[src/verilog/mmioPkg.sv]
// MMIO bus definitions: operation and status codes, request and response words, register map
package mmioPkg;

	// bit 4 marks a write, bit 3 a read, low bits 2'b11 a quad access
	typedef enum logic [4:0]
	{
		idle      = 5'b00000,
		readWord  = 5'b01010,
		readQuad  = 5'b01011,
		writeWord = 5'b10010,
		writeQuad = 5'b10011
	} mmioOpm;

	// ready means no answer yet
	typedef enum logic [1:0]
	{
		ready = 2'b00,
		ok    = 2'b01
	} mmioOk;

	typedef struct packed
	{
		mmioOpm      opm;
		logic [31:0] addr;
		logic [63:0] data;
	} mmioRequest;

	typedef struct packed
	{
		mmioOk       ok;
		logic [63:0] data;
	} mmioResponse;

	// register offsets within the block
	localparam logic [15:0] regTimerLow  = 16'hE000;
	localparam logic [15:0] regTimerHigh = 16'hE004;
	localparam logic [15:0] regCycles    = 16'hE008;
	localparam logic [15:0] regRxData    = 16'hE010;
	localparam logic [15:0] regTxData    = 16'hE014;
	localparam logic [15:0] regStatus    = 16'hE018;
	localparam logic [15:0] regGpioIn    = 16'hE100;
	localparam logic [15:0] regGpioOut   = 16'hE104;
	localparam logic [15:0] regGpioDir   = 16'hE108;
	localparam logic [15:0] regGpioSet   = 16'hE110;
	localparam logic [15:0] regGpioClear = 16'hE114;

	// address bits 27..16 must match this
	localparam logic [11:0] blockSelect = 12'h000;

endpackage

[src/verilog/uartPkg.sv]
// UART and timer constants, FIFO sizing, transmit FSM states and the UART status word
package uartPkg;

	localparam int clockHz = 125_000_000;
	localparam int baudRate = 115200;

	// 16-bit fraction per clock, wraps about once per microsecond
	localparam logic [15:0] tickIncrement =
		16'((64'd65536 * 64'd1_000_000 + clockHz / 2) / clockHz);

	// 16-bit fraction per microsecond, wraps once per bit
	localparam logic [15:0] baudIncrement =
		16'((64'd65536 * baudRate + 64'd500_000) / 64'd1_000_000);

	localparam int fifoDepth = 8;
	localparam int fifoPtrBits = $clog2(fifoDepth);

	typedef enum logic [1:0]
	{
		idle,
		start,
		data,
		stop
	} uartTxState;

	typedef struct packed
	{
		logic txFull;
		logic txEmpty;
		logic rxFull;
		logic rxReady;
	} uartStatus;

endpackage

[src/verilog/microTimer.sv]
// microsecond timer driven by a fractional accumulator, with a free-running cycle counter
`timescale 1ns/1ps

module microTimer
(
	input  logic        clock,
	input  logic        reset,
	output logic        tick,
	output logic [63:0] microseconds,
	output logic [63:0] cycles
);

	logic [15:0] fraction;
	logic [15:0] nextFraction;
	logic        carry;

	// carry out of the fraction marks one microsecond
	assign {carry, nextFraction} = {1'b0, fraction} + {1'b0, uartPkg::tickIncrement};

	always_ff @(posedge clock)
	begin
		if (reset)
		begin
			fraction <= 16'd0;
			tick <= 1'b0;
			microseconds <= 64'd0;
			cycles <= 64'd0;
		end
		else
		begin
			fraction <= nextFraction;
			tick <= carry;
			cycles <= cycles + 64'd1;
			if (carry)
				microseconds <= microseconds + 64'd1;
		end
	end

endmodule

[src/verilog/mmioGpioUart.sv]
// MMIO peripheral block with microsecond timer, cycle counter, UART and 32 GPIO pins
`timescale 1ns/1ps

module mmioGpioUart
(
	input  logic                 clock,
	input  logic                 reset,
	input  mmioPkg::mmioRequest  request,
	output mmioPkg::mmioResponse response,
	input  logic [31:0]          gpioIn,
	output logic [31:0]          gpioOut,
	output logic [31:0]          gpioDir,
	input  logic                 uartRx,
	output logic                 uartTx,
	output logic [63:0]          microseconds,
	output logic [63:0]          cycles
);

	mmioPkg::mmioRequest captured;
	mmioPkg::mmioOpm     lastOpm;
	mmioPkg::mmioOk      nextOk;
	logic [63:0]         nextData;
	logic [15:0]         offset;
	logic                blockHit;
	logic                isRead;
	logic                isWrite;
	logic                isQuad;
	logic                firstCycle;
	logic                known;
	logic                tick;
	logic                pushValid;
	logic                popValid;
	logic [7:0]          headByte;
	logic [7:0]          heldByte;
	logic [7:0]          rxByte;
	uartPkg::uartStatus  status;

	microTimer timer
	(
		.clock(clock),
		.reset(reset),
		.tick(tick),
		.microseconds(microseconds),
		.cycles(cycles)
	);

	uartTransmitter transmitter
	(
		.clock(clock),
		.reset(reset),
		.tick(tick),
		.pushValid(pushValid),
		.pushByte(captured.data[7:0]),
		.uartTx(uartTx),
		.txFull(status.txFull),
		.txEmpty(status.txEmpty)
	);

	uartReceiver receiver
	(
		.clock(clock),
		.reset(reset),
		.tick(tick),
		.popValid(popValid),
		.uartRx(uartRx),
		.headByte(headByte),
		.rxFull(status.rxFull),
		.rxReady(status.rxReady)
	);

	// edge 1: request capture
	always_ff @(posedge clock)
	begin
		if (reset)
		begin
			captured.opm <= mmioPkg::idle;
			lastOpm <= mmioPkg::idle;
		end
		else
		begin
			captured.opm <= request.opm;
			lastOpm <= captured.opm;
		end
		captured.addr <= request.addr;
		captured.data <= request.data;
	end

	assign offset = captured.addr[15:0];
	assign blockHit = captured.addr[27:16] == mmioPkg::blockSelect;
	assign isRead = blockHit &&
		(captured.opm == mmioPkg::readWord || captured.opm == mmioPkg::readQuad);
	assign isWrite = blockHit &&
		(captured.opm == mmioPkg::writeWord || captured.opm == mmioPkg::writeQuad);
	assign isQuad = captured.opm == mmioPkg::readQuad;
	assign firstCycle = captured.opm != lastOpm;

	// FIFO side effects once per access
	assign pushValid = isWrite && firstCycle && offset == mmioPkg::regTxData;
	assign popValid = isRead && firstCycle && offset == mmioPkg::regRxData;

	always_ff @(posedge clock)
	begin
		if (popValid)
			heldByte <= headByte;
	end

	always_comb
	begin
		known = 1'b1;
		nextData = 64'd0;
		// later cycles of a data read return the byte held at the first
		rxByte = firstCycle ? headByte : heldByte;
		case (offset)
			mmioPkg::regTimerLow:
				nextData = isQuad ? microseconds : {32'd0, microseconds[31:0]};
			mmioPkg::regTimerHigh:
				nextData = {32'd0, microseconds[63:32]};
			mmioPkg::regCycles:
				nextData = isQuad ? cycles : {32'd0, cycles[31:0]};
			mmioPkg::regRxData:
				nextData = {56'd0, rxByte};
			mmioPkg::regTxData:
				nextData = 64'd0;
			mmioPkg::regStatus:
				nextData = {60'd0, status};
			mmioPkg::regGpioIn:
				nextData = {32'd0, gpioIn};
			mmioPkg::regGpioDir:
				nextData = {32'd0, gpioDir};
			mmioPkg::regGpioOut, mmioPkg::regGpioSet, mmioPkg::regGpioClear:
				nextData = {32'd0, gpioOut};
			default:
				known = 1'b0;
		endcase
		// unknown offsets never answer
		if (known && (isRead || isWrite))
			nextOk = mmioPkg::ok;
		else
			nextOk = mmioPkg::ready;
	end

	// edge 2: writes land
	always_ff @(posedge clock)
	begin
		if (reset)
		begin
			gpioOut <= 32'd0;
			gpioDir <= 32'd0;
		end
		else if (isWrite)
		begin
			case (offset)
				mmioPkg::regGpioOut:
					gpioOut <= captured.data[31:0];
				mmioPkg::regGpioDir:
					gpioDir <= captured.data[31:0];
				mmioPkg::regGpioSet:
					gpioOut <= gpioOut | captured.data[31:0];
				mmioPkg::regGpioClear:
					gpioOut <= gpioOut & ~captured.data[31:0];
				default:
					gpioOut <= gpioOut;
			endcase
		end
	end

	// edge 2: registered answer
	always_ff @(posedge clock)
	begin
		if (reset)
			response.ok <= mmioPkg::ready;
		else
			response.ok <= nextOk;
		response.data <= nextData;
	end

endmodule

[src/verilog/uartReceiver.sv]
// UART receiver: start-edge detect, mid-bit sampling of 8N1 frames into an eight-entry FIFO
`timescale 1ns/1ps

module uartReceiver
(
	input  logic       clock,
	input  logic       reset,
	input  logic       tick,
	input  logic       popValid,
	input  logic       uartRx,
	output logic [7:0] headByte,
	output logic       rxFull,
	output logic       rxReady
);

	logic [7:0]                      fifo [uartPkg::fifoDepth];
	logic [uartPkg::fifoPtrBits-1:0] writePtr;
	logic [uartPkg::fifoPtrBits-1:0] readPtr;
	logic [uartPkg::fifoPtrBits:0]   count;
	logic [2:0]                      rxPipe;
	logic                            sample;
	logic                            startEdge;
	logic [15:0]                     phase;
	logic [15:0]                     nextPhase;
	logic                            strobe;
	logic                            busy;
	logic [3:0]                      bitIndex;
	logic [7:0]                      shifter;
	logic                            push;
	logic                            pop;

	// two sync stages, third stage only for edge detect
	assign sample = rxPipe[1];
	assign startEdge = rxPipe[2] && !rxPipe[1] && !busy;

	// phase restarts at the edge, so bit 15 rising marks mid-bit
	assign nextPhase = phase + uartPkg::baudIncrement;
	assign strobe = tick && nextPhase[15] && !phase[15];

	// only frames with a high stop bit are kept
	assign push = strobe && busy && bitIndex == 4'd9 && sample && !rxFull;
	assign pop = popValid && rxReady;

	assign rxReady = count != '0;
	assign rxFull = count == (uartPkg::fifoPtrBits + 1)'(uartPkg::fifoDepth);
	assign headByte = fifo[readPtr];

	always_ff @(posedge clock)
	begin
		if (reset)
			rxPipe <= 3'b111;
		else
			rxPipe <= {rxPipe[1:0], uartRx};
	end

	always_ff @(posedge clock)
	begin
		if (reset)
		begin
			busy <= 1'b0;
			phase <= 16'd0;
			bitIndex <= 4'd0;
		end
		else if (startEdge)
		begin
			busy <= 1'b1;
			phase <= 16'd0;
			bitIndex <= 4'd0;
		end
		else
		begin
			if (tick)
				phase <= nextPhase;
			if (strobe && busy)
			begin
				// glitch instead of a start bit, or stop bit taken
				if ((bitIndex == 4'd0 && sample) || bitIndex == 4'd9)
					busy <= 1'b0;
				bitIndex <= bitIndex + 4'd1;
			end
		end
	end

	// data bits arrive LSB first
	always_ff @(posedge clock)
	begin
		if (strobe && busy && bitIndex != 4'd0 && bitIndex != 4'd9)
			shifter <= {sample, shifter[7:1]};
	end

	always_ff @(posedge clock)
	begin
		if (push)
			fifo[writePtr] <= shifter;
	end

	always_ff @(posedge clock)
	begin
		if (reset)
		begin
			writePtr <= '0;
			readPtr <= '0;
			count <= '0;
		end
		else
		begin
			if (push)
				writePtr <= writePtr + 1'b1;
			if (pop)
				readPtr <= readPtr + 1'b1;
			if (push && !pop)
				count <= count + 1'b1;
			else if (pop && !push)
				count <= count - 1'b1;
		end
	end

endmodule

[src/verilog/uartTransmitter.sv]
// UART transmitter: eight-entry byte FIFO feeding an 8N1 shifter on the TX line
`timescale 1ns/1ps

module uartTransmitter
(
	input  logic       clock,
	input  logic       reset,
	input  logic       tick,
	input  logic       pushValid,
	input  logic [7:0] pushByte,
	output logic       uartTx,
	output logic       txFull,
	output logic       txEmpty
);

	logic [7:0]                      fifo [uartPkg::fifoDepth];
	logic [uartPkg::fifoPtrBits-1:0] writePtr;
	logic [uartPkg::fifoPtrBits-1:0] readPtr;
	logic [uartPkg::fifoPtrBits:0]   count;
	logic [15:0]                     phase;
	logic [15:0]                     nextPhase;
	logic                            baudCarry;
	logic                            baudStep;
	logic                            push;
	logic                            pop;
	logic                            moreQueued;
	logic [7:0]                      shifter;
	logic [2:0]                      bitIndex;
	uartPkg::uartTxState             state;

	assign txFull = count == (uartPkg::fifoPtrBits + 1)'(uartPkg::fifoDepth);
	assign txEmpty = count == '0;
	assign moreQueued = count > (uartPkg::fifoPtrBits + 1)'(1);

	// baud phase advances once per microsecond
	assign {baudCarry, nextPhase} = {1'b0, phase} + {1'b0, uartPkg::baudIncrement};
	assign baudStep = tick && baudCarry;

	// full FIFO drops the byte
	assign push = pushValid && !txFull;
	assign pop = baudStep && state == uartPkg::stop;

	always_ff @(posedge clock)
	begin
		if (push)
			fifo[writePtr] <= pushByte;
	end

	always_ff @(posedge clock)
	begin
		if (reset)
		begin
			writePtr <= '0;
			readPtr <= '0;
			count <= '0;
			phase <= 16'd0;
		end
		else
		begin
			if (tick)
				phase <= nextPhase;
			if (push)
				writePtr <= writePtr + 1'b1;
			if (pop)
				readPtr <= readPtr + 1'b1;
			if (push && !pop)
				count <= count + 1'b1;
			else if (pop && !push)
				count <= count - 1'b1;
		end
	end

	// head byte loads on frame start, then shifts out LSB first
	always_ff @(posedge clock)
	begin
		if (baudStep)
		begin
			if (state == uartPkg::idle)
				shifter <= fifo[readPtr];
			else if (state == uartPkg::stop)
				shifter <= fifo[readPtr + 1'b1];
			else if (state == uartPkg::data)
				shifter <= shifter >> 1;
		end
	end

	always_ff @(posedge clock)
	begin
		if (reset)
		begin
			state <= uartPkg::idle;
			uartTx <= 1'b1;
			bitIndex <= 3'd0;
		end
		else if (baudStep)
		begin
			case (state)
				uartPkg::idle:
				begin
					if (!txEmpty)
					begin
						state <= uartPkg::start;
						uartTx <= 1'b0;
					end
				end
				uartPkg::start:
				begin
					state <= uartPkg::data;
					uartTx <= shifter[0];
					bitIndex <= 3'd0;
				end
				uartPkg::data:
				begin
					if (bitIndex == 3'd7)
					begin
						state <= uartPkg::stop;
						uartTx <= 1'b1;
					end
					else
					begin
						uartTx <= shifter[1];
						bitIndex <= bitIndex + 3'd1;
					end
				end
				uartPkg::stop:
				begin
					// back-to-back frames skip idle
					if (moreQueued)
					begin
						state <= uartPkg::start;
						uartTx <= 1'b0;
					end
					else
						state <= uartPkg::idle;
				end
				default:
					state <= uartPkg::idle;
			endcase
		end
	end

endmodule
[config.mk]
export PLATFORM = sky130hd
export DESIGN_NAME = mmioGpioUart
export DESIGN_NICKNAME = d
export VERILOG_FILES = /design/src/verilog/mmioPkg.sv /design/src/verilog/uartPkg.sv /design/src/verilog/microTimer.sv /design/src/verilog/mmioGpioUart.sv /design/src/verilog/uartReceiver.sv /design/src/verilog/uartTransmitter.sv
export SDC_FILE = /design/constraint.sdc
export NUM_CORES = 1
export LEC_CHECK = 0
export ABC_AREA = 0
export BUFFER_PORTS_ARGS = -buffer_cell sky130_fd_sc_hd__buf_2
export CAP_MARGIN = 20
export CORE_UTILIZATION = 30
export CTS_CLUSTER_DIAMETER = 50
export DETAILED_ROUTE_END_ITERATION = 7
export MAX_ROUTING_LAYER = met4
export SLEW_MARGIN = 20
export SYNTH_ARGS = -nofsm -noshare
export SYNTH_HDL_FRONTEND = slang
export SYNTH_SLANG_ARGS = --single-unit
export TNS_END_PERCENT = 5
[constraint.sdc]
create_clock -name clock -period 2.9 [get_ports clock]
set_input_delay 0.29 -clock clock [delete_from_list [all_inputs] [get_ports clock]]
set_output_delay 0.29 -clock clock [all_outputs]
set_load 0.03 [all_outputs]
# Word-level counts from Yosys, hierarchy flattened
# Memories as Yosys holds them, arrays and structs flattened. A register that Yosys moved wholly into a read port is not among the register bits.
# Cells that the tools add are included.
# totals
wordCells	175
latch_bits	0
ff_bits	435
memories	2
rom_bits	0
output_inout_bits	259
ramBits	128
# op_classes
n_shift	0
n_addsub	15
n_lt_le_gt_ge	1
n_mul	0
reduce_logical	62
muxes	35
bitwise_logic	3
div_mod_pow	0
n_eq_ne	28
# memory_table
memory	depth	width	read_ports	rd_clocked_by_memory_dff	wr	line_no	rtl
receiver.fifo	8	8	1	1	1	uartReceiver.sv:16	logic [7:0] fifo [uartPkg::fifoDepth];
transmitter.fifo	8	8	2	1	1	uartTransmitter.sv:16	logic [7:0] fifo [uartPkg::fifoDepth];
# ops
op	count
64-bit case mux with 8 select lines	1
16-bit == test (second input constant)	11
64-bit by 1-bit adder with 64-bit output (second input constant)	2
64-bit 2-to-1 mux	2
32-bit case mux with 3 select lines	1
32-bit AND	1
8-bit 2-to-1 mux	4
32-bit NOT	1
32-bit bitwise OR	1
1-bit logical AND	26
16-bit by 10-bit adder with 17-bit output (second input constant)	1
16-bit by 13-bit adder with 17-bit output (second input constant)	1
16-bit by 13-bit adder with 16-bit output (second input constant)	1
4-bit 2-to-1 mux	4
3-bit by 1-bit adder with 3-bit output (second input constant)	5
3-bit 2-to-1 mux	5
1-bit 2-to-1 mux	13
4-bit by 1-bit adder with 4-bit output (second input constant)	3
4-bit == test (second input constant)	3
12-bit zero test	1
11-bit OR reduction	1
5-bit by 4-bit == test with 1-bit output (second input constant)	2
5-bit == test (second input constant)	2
2-bit nonzero test	5
other kinds (23)	47

# Depth between registers and ports, before layout
# Gate-level depths: netlist (run 1).
# depth
word_depth	11
mapped_depth	14
mapped_depth_nobuf	14

# By module
# Synthesis (run 1) repeated with hierarchy kept, for this count alone.
# unflattened
cells_unflattened	2204
hier_area_um2	23610.1
# by_module_without_submodules
mod	area_each_um2	cells_per_inst	n_inst
mmioGpioUart	7559.8	743	1
microTimer	6621.4	791	1
uartTransmitter	5053.6	375	1
uartReceiver	4375.4	295	1

# Worst setup path before layout (run 1)
# Ideal clock, no wire load.
# synth_timing
path_kind	register -> register
start	register receiver.phase[1]
end	register receiver.count[3] (netlist name)
setup_ns	0.070
synth_period_minus_slack_ns	3.053
n_path_buf	0
path_stages_with_launch	15
slack_ns	-0.153
arrival_ns	2.982
path_cell_list	dfxtp_1 inv_1 ha_1 a21o_1 a211oi_2 nand2_1 inv_1 ha_1 inv_1 ha_1 a21o_1 a21oi_1 xnor2_1 or3_1 a21oi_1
# synth_via
elab_chain_cells	10
word_cells_on_any_way	12
cone_classes	add/sub (1); mux (1); reduce/logical (10)
# synth_lines
item	line_no	rtl
from (decl)	uartReceiver.sv:23	logic [15:0] phase;
from (signal assigned)	uartReceiver.sv:73	phase <= nextPhase;
16-bit by 13-bit adder with 16-bit output *	uartReceiver.sv:37	assign nextPhase = phase + uartPkg::baudIncrement;
1-bit logical AND * (2 in series)	uartReceiver.sv:38	assign strobe = tick && nextPhase[15] && !phase[15];
1-bit logical AND * (4 in series)	uartReceiver.sv:41	assign push = strobe && busy && bitIndex == 4'd9 && sample && !rxFull;
via receiver.push	uartReceiver.sv:29	logic push;
1-bit zero test	uartReceiver.sv:113	else if (pop && !push)
1-bit logical AND	uartReceiver.sv:113	
2-bit nonzero test (no line)	n/a	
to (signal assigned)	uartReceiver.sv:112	count <= count + 1'b1;
to (signal assigned)	uartReceiver.sv:114	count <= count - 1'b1;
to (decl)	uartReceiver.sv:19	logic [uartPkg::fifoPtrBits:0] count;
# The timed path passes the listed nets; every way through them passes the cells marked *.
# A chain may end at the register's enable or synchronous reset.

# Worst setup path after layout (run 1)
# layout_timing
start	register captured[66] (netlist name)
end	register receiver.count[3] (netlist name)
# layout_via
elab_chain_cells	6
word_cells_on_any_way	8
cone_classes	eq/ne (1); mux (1); reduce/logical (6)
# layout_lines
item	line_no	rtl
from (decl)	mmioGpioUart.sv:19	mmioPkg::mmioRequest captured;
16-bit == test *	mmioGpioUart.sv:99	assign popValid = isRead && firstCycle && offset == mmioPkg::regRxData;
1-bit logical AND *	mmioGpioUart.sv:99	
1-bit logical AND *	uartReceiver.sv:42	assign pop = popValid && rxReady;
1-bit zero test	uartReceiver.sv:111	if (push && !pop)
1-bit logical AND	uartReceiver.sv:111	
4-bit 2-to-1 mux or 2-bit nonzero test (tied branches)	n/a	
# Every way passes the cells marked *; elsewhere a longest branch is shown, timed or not.

==> impl_metrics.toml, run 1 <==
[clock_tree]
cts.sinks = 564
cts_tree = "done"
cts-root-buf = "clkbuf_16"
cts_buffers = 71
clkTransAtPathRegs_ns = 0.06
clock_path_buffers = 3
clock_latency_ns = 0.61
cts_htree_levels = 3

[timing]
final-max-slew-violation-count = 0
post-route-period-util = 0.948
period_minus_slack_ns = 2.75
finalClockSkew_ns = 0.0249
max_freq_mhz = 364
tightest_slew_ns = 0.880
setup_viol_count_final = 0
relSlewSlack = 0.412
finalHoldViolCount = 0

[power]
total_power_mw = 17.5
p_leak_nw = 11.4
ir_drop_v = 0.000365
p_per_area_mw_per_mm2 = 573

[finish]
nNetsFinal = 2868
drive_gt1_frac = 0.270
stdcell_count = 3805
layout_commonest_cell = "dfxtp_1"
syn_to_final_growth_pct = 28.4
final_cell_mix = "dfxtp_1, buf_2, nor2_1, nand2_1, edfxtp_1"

[floorplan]
initial_core_util = 0.305
fp-row-count = 102
fp.coreArea_mm2 = 0.0780
io_pins = 395
die_y_um = 284
die_area_mm2 = 0.0804
die_w_um = 284

[place]
dp.cells = 3603
dpl.hpwl_um = 61100
gp_congestion = 0.904
port_buffers = 357

[drt]
ant_nets = 0
drt_pass1_iterations = 7
wire_per_inst_um = 22.5
postRouteWirelength_um = 85500
via_per_inst = 5.25
route.detailed.drc = 0
num_vias = 19973
drt_first_iter_violations = 2331

[hold_path]
hold_start = "reset"
min_to = "receiver.readPtr[0]"
worstHoldPathCells = 2
hp-class = "in -> reg"

[critical_path]
critPathLaunchType = "flop"
required_ns = 3.43
r2r_start = "captured[66]"
worstSetupPathType = "reg -> reg"
r2r_end = "receiver.count[3]"
cp-end-kind = "flop"
ff2ff_setup_slack_ns = 0.15
critPathMaxFanout = 4
crit_arrival_ns = 3.28
ff2ff_path_depth = 12

[synthesis]
syn_area_per_cell_um2 = 10.7
ys_async_sr_fraction = 0
netlist_area_mm2 = 0.0238
synth_edf_count = 152
synth-seq-cells = 564
syn_nets = 2382
ys_seq_area_frac = 0.539
synth_cells = 2219
ys.flop_type = "dfxtp_1"
yosysUniqueCellTypes = 69
ys_warn_count = 0

[status]
status = "finished, final reports clean"

[global_routing]
grt_pass1_wl_um = 126000
track_usage = 0.214
grt_antenna_before_repair = 5
overflow = 0
grt_start_max_net_pins = 75
grt_pass1_vias = 19101

[flow_run]
cap_violations = 0
[cell type report]
cell class,count,area [um^2]
Multi-Input combinational cell,1466,10400
Antenna cell,4,10.0
Timing Repair Buffer,553,3510
Tap cell,1040,1300
Sequential cell,564,12800
Fill cell,7634,47500
Clock buffer,89,1980
Clock inverter,40,364
Inverter,49,184
[kinds of logic after synthesis]
family | Yosys count | share of synthesized area
buffers and inverters | 189 | 0.0314
muxes | 127 | 0.0813
adders and majority gates | 27 | 0.0145
DFF | 564 | 0.539
xor gates and xnor gates | 96 | 0.0354
other | 1 | 0.000158
AOI/OAI and AO/OA | 448 | 0.127
and+or+nand+nor | 767 | 0.171
[synth_stat cells, drive strengths merged, types with 6 or more instances]
library cell  count  area (um^2)
dfxtp           412         8250
nor2            180          676
nand2           165          619
edfxtp          152         4560
a21oi           139          696
clkbuf          123          462
nand3            68          340
o21ai            68          340
a22oi            61          458
o31ai            61          472
or4              60          454
nand4            58          369
xnor2            56          490
nor2b            54          338
inv              49          184
mux2             48          541
mux4             48         1080
xor2             40          350
a222oi           33          330
a22o             33          289
mux2i            31          310
nor3             28          145
nor4             27          194
or3              27          169
ha               26          325
and3             21          133
nand2b           19          119
and4             17          154
buf              17          101
a211oi           12         95.1
o211ai           11         82.6
nor4b            10          106
and2              9         56.3
or2               6         37.5
[where the power goes]
part	switching (mW)	internal, mW
clock	3.64	5.19
sequential	0.0756	8.13
combinational	0.251	0.212
[worst max path at each step]
stage                    startpoint           endpoint  slack [ns]
6_report               captured[66]  receiver.count[3]        0.15
5_1_grt                captured[66]  receiver.count[3]       -0.06
4_1_cts                captured[81]  receiver.count[3]        0.08
3_5_place_dp           captured[66]  receiver.count[3]        0.09
3_3_place_gp           captured[81]  receiver.count[3]         0.1
2_1_floorplan  receiver.bitIndex[0]  receiver.count[3]       -0.02
[per-stage QoR]
step | area (um^2) | worst slack (ns) | hold WS [ns] | TNS (ns) | util
after detailed placement | 27400 | 0.0901 | 0.394 | 0 | 0.352
after global routing | 30500 | -0.0558 | 0.0812 | -0.0558 | 0.391
after global placement | 27400 | 0.0952 | 0.393 | 0 | 0.352
after floorplan | 23800 | -0.0197 | 0.318 | -0.0197 | -
final | 30500 | 0.151 | 0.0468 | 0 | 0.391
after CTS | 30400 | 0.0779 | 0.0405 | 0 | 0.390
[critical path: stages (launching register included)]
cell and delay [ns]:
dfxtp_1 0.32, nor4b_2 0.43, and4_1 0.27, o2111a_1 0.25, inv_1 0.09, ha_2 0.20
inv_1 0.07, ha_1 0.22, a21o_1 0.19, a21oi_2 0.14, xnor2_1 0.08, or3_1 0.30
a21oi_1 0.13
[routing by layer]
metal | part of all wire | routed length (um) | vias up | global-route usage
met5 | 0 | 0 | - | -
li1 | - | - | 9292 | -
met2 | 0.45 | 38400 | 824 | 0.324
met3 | 0.10 | 8620 | 186 | 0.0596
met1 | 0.41 | 35200 | 9671 | 0.271
met4 | 0.038 | 3280 | 0 | 0.0793
[registers in the layout, indices dropped and copies added, names as in the netlist, 4 cells and up, named ones only]
register	flops
transmitter.shifter	8
receiver.bitIndex	4
receiver.shifter	8
gpioDir	32
captured	65
receiver.phase	15
timer.microseconds	64
receiver.count	4
receiver.fifo	64
gpioOut	32
transmitter.count	4
response	65
transmitter.phase	15
timer.cycles	64
lastOpm	5
transmitter.fifo	64
heldByte	8
timer.fraction	14
[what timing repair did]
action	in CTS	in global routing
gates resized for setup	0	10
hold endpoints to repair	66	0
setup endpoints to repair	0	1
hold buffers	66	0
setup buffers	0	3
(Power assumes the default switching activity.)
==> run 2: changes to the inputs <==
Clock period 2.9 ns to 2.2 ns, I/O delays scaled along.
==> impl_metrics.toml, run 2 (same netlist as run 1, synthesis figures left out) <==
[status]
status = "finished, violations left"
violations = "negative setup slack"

[drt]
wire_per_inst_um = 21.9
drt_pass1_iterations = 8
num_vias = 21035
via_per_inst = 5.22
ant_nets = 0
postRouteWirelength_um = 88300
drt_first_iter_violations = 1751
route.detailed.drc = 0

[clock_tree]
cts-root-buf = "clkbuf_16"
cts_buffers = 78
cts_tree = "done"
clock_latency_ns = 0.63
clock_path_buffers = 3
cts_htree_levels = 3
cts.sinks = 564
clkTransAtPathRegs_ns = 0.06

[finish]
largestRegisters = "captured x65, response x65"
final_cell_mix = "dfxtp_1, buf_2, buf_4, nor2_1, nand2_1"
drive_gt1_frac = 0.346
stdcell_area_mm2 = 0.0333
fillCellCount = 7319
syn_to_final_growth_pct = 40.0
layout_commonest_cell = "dfxtp_1"
nNetsFinal = 3084

[timing]
finalHoldViolCount = 0
grt_setup_unrepaired = "true"
finalClockSkew_ns = 0.0384
period_minus_slack_ns = 2.60
post-route-period-util = 1.18
final-max-slew-violation-count = 0
worst_slack_ns = -0.404
max_freq_mhz = 384
setup_viol_count_final = 27
hold_ws_ns = 0.0353
relSlewSlack = 0.546
tightest_slew_ns = 0.680

[power]
total_power_mw = 25.1
p_switching_mw = 5.71
p_leak_nw = 12.9
ir_drop_v = 0.000539
intPower_mw = 19.4
p_per_area_mw_per_mm2 = 755
switching_share = 0.227
clkPwrFrac = 0.542
sequentialPowerShare = 0.430
p_comb_frac = 0.028

[critical_path]
worstSetupPathType = "reg -> reg"
required_ns = 2.77
cpPeakStageDelay_ns = 0.37
path_cells = "nor4_4 > and4_1 > o2111a_2 > inv_2 > ha_4 > inv_4 > ha_4 > a21o_1 > a21oi_2 > xnor2_1 > or3_1 > a21oi_2"
cp-end-kind = "flop"
ff2ff_setup_slack_ns = -0.40
critPathMaxFanout = 3
slowest_stage = "or3_1"
cpLargestDelayFamily = "simple AND/OR/NAND/NOR gates"
crit_arrival_ns = 3.17
cp_num_buf_inv = 2
critPathLaunchType = "flop"

[global_routing]
track_usage = 0.219
overflow = 0
grt_pass1_vias = 20059
grt_start_max_net_pins = 59
grt_pass1_wl_um = 129000
grt_antenna_before_repair = 5

[hold_path]
hp-class = "in -> reg"

[place]
gp_congestion = 0.899
place_ws_ns = -0.462
postPlaceCellArea_mm2 = 0.0294
port_buffers = 357
dpl.hpwl_um = 64000

[floorplan]
io_pins = 395
fp-row-count = 102
die_area_mm2 = 0.0804
die_w_um = 284
die_y_um = 284
fp.coreArea_mm2 = 0.0780
initial_core_util = 0.305

[flow_run]
cap_violations = 0
-- run 2: cell types whose count changed in the layout (fill, tap and decap cells not counted), sizes merged --
cell         delta
buf           +205
clkinv          +4
bufinv          +6
diode           +1
clkbuf          +6
inv             +1
dlygate4sd3     +4
clkinvlp        -1
-- run 2: power by group through the flow --
stage / logic, mW / clock network [mW] / registers, mW
2_1_floorplan: 0.252 / 0 / 11.0
3_3_place_gp: 0.579 / 0 / 11.0
3_5_place_dp: 0.581 / 0 / 11.0
4_1_cts: 0.696 / 13.8 / 10.8
5_1_grt: 0.763 / 14.3 / 10.8
6_report: 0.716 / 13.6 / 10.8
-- run 2: path summary, 6_finish.rpt --
kind                                    startpoint                  to  cells after the start
worst min register to register  receiver.rxPipe[0]  receiver.rxPipe[1]                      1
worst min-delay path                    gpioIn[26]        response[26]                      4
worst max register to register        captured[90]   receiver.count[3]                     12
worst max-delay path                  captured[90]   receiver.count[3]                     12
-- run 2: worst min-delay path, stage by stage --
cell and delay, ns:
buf_2 0.08, mux2_2 0.16, a222oi_1 0.09, nand2_1 0.07
-- run 2: layout make-up --
type | instances | area (um^2) | area share
Antenna cell | 5 | 12.5 | 0.000376
Clock buffer | 95 | 2190 | 0.0659
Clock inverter | 50 | 676 | 0.0203
Inverter | 49 | 186 | 0.00560
Multi-Input combinational cell | 1466 | 10700 | 0.322
Sequential cell | 564 | 12800 | 0.385
Tap cell | 1040 | 1300 | 0.0391
Timing Repair Buffer | 762 | 5370 | 0.161
-- run 2: through the flow --
stage          cells  TNS (ns)  utilization
3_5_place_dp    3800     -9.49        0.376
5_1_grt         4030    -10.57        0.427
3_3_place_gp    3800     -6.19        0.376
4_1_cts         4021     -3.07        0.424
6_report        4031     -1.21        0.427
2_1_floorplan   2219    -22.32            -
-- run 2: what timing repair did --
item | CTS | global route
hold buffers | 70 | 0
endpoints found under the setup margin | 169 | 234
buffers inserted | 6 | 5
pin swaps | 18 | 35
hold endpoints to repair | 77 | 0
gates resized for setup | 33 | 70
-- run 2: metal layers --
metal | GRT usage | part of all wire | vias up
li1 | - | - | 9729
met1 | 0.277 | 0.42 | 10270
met2 | 0.333 | 0.45 | 874
met3 | 0.0589 | 0.098 | 162
met4 | 0.0823 | 0.035 | 0
met5 | - | 0 | -
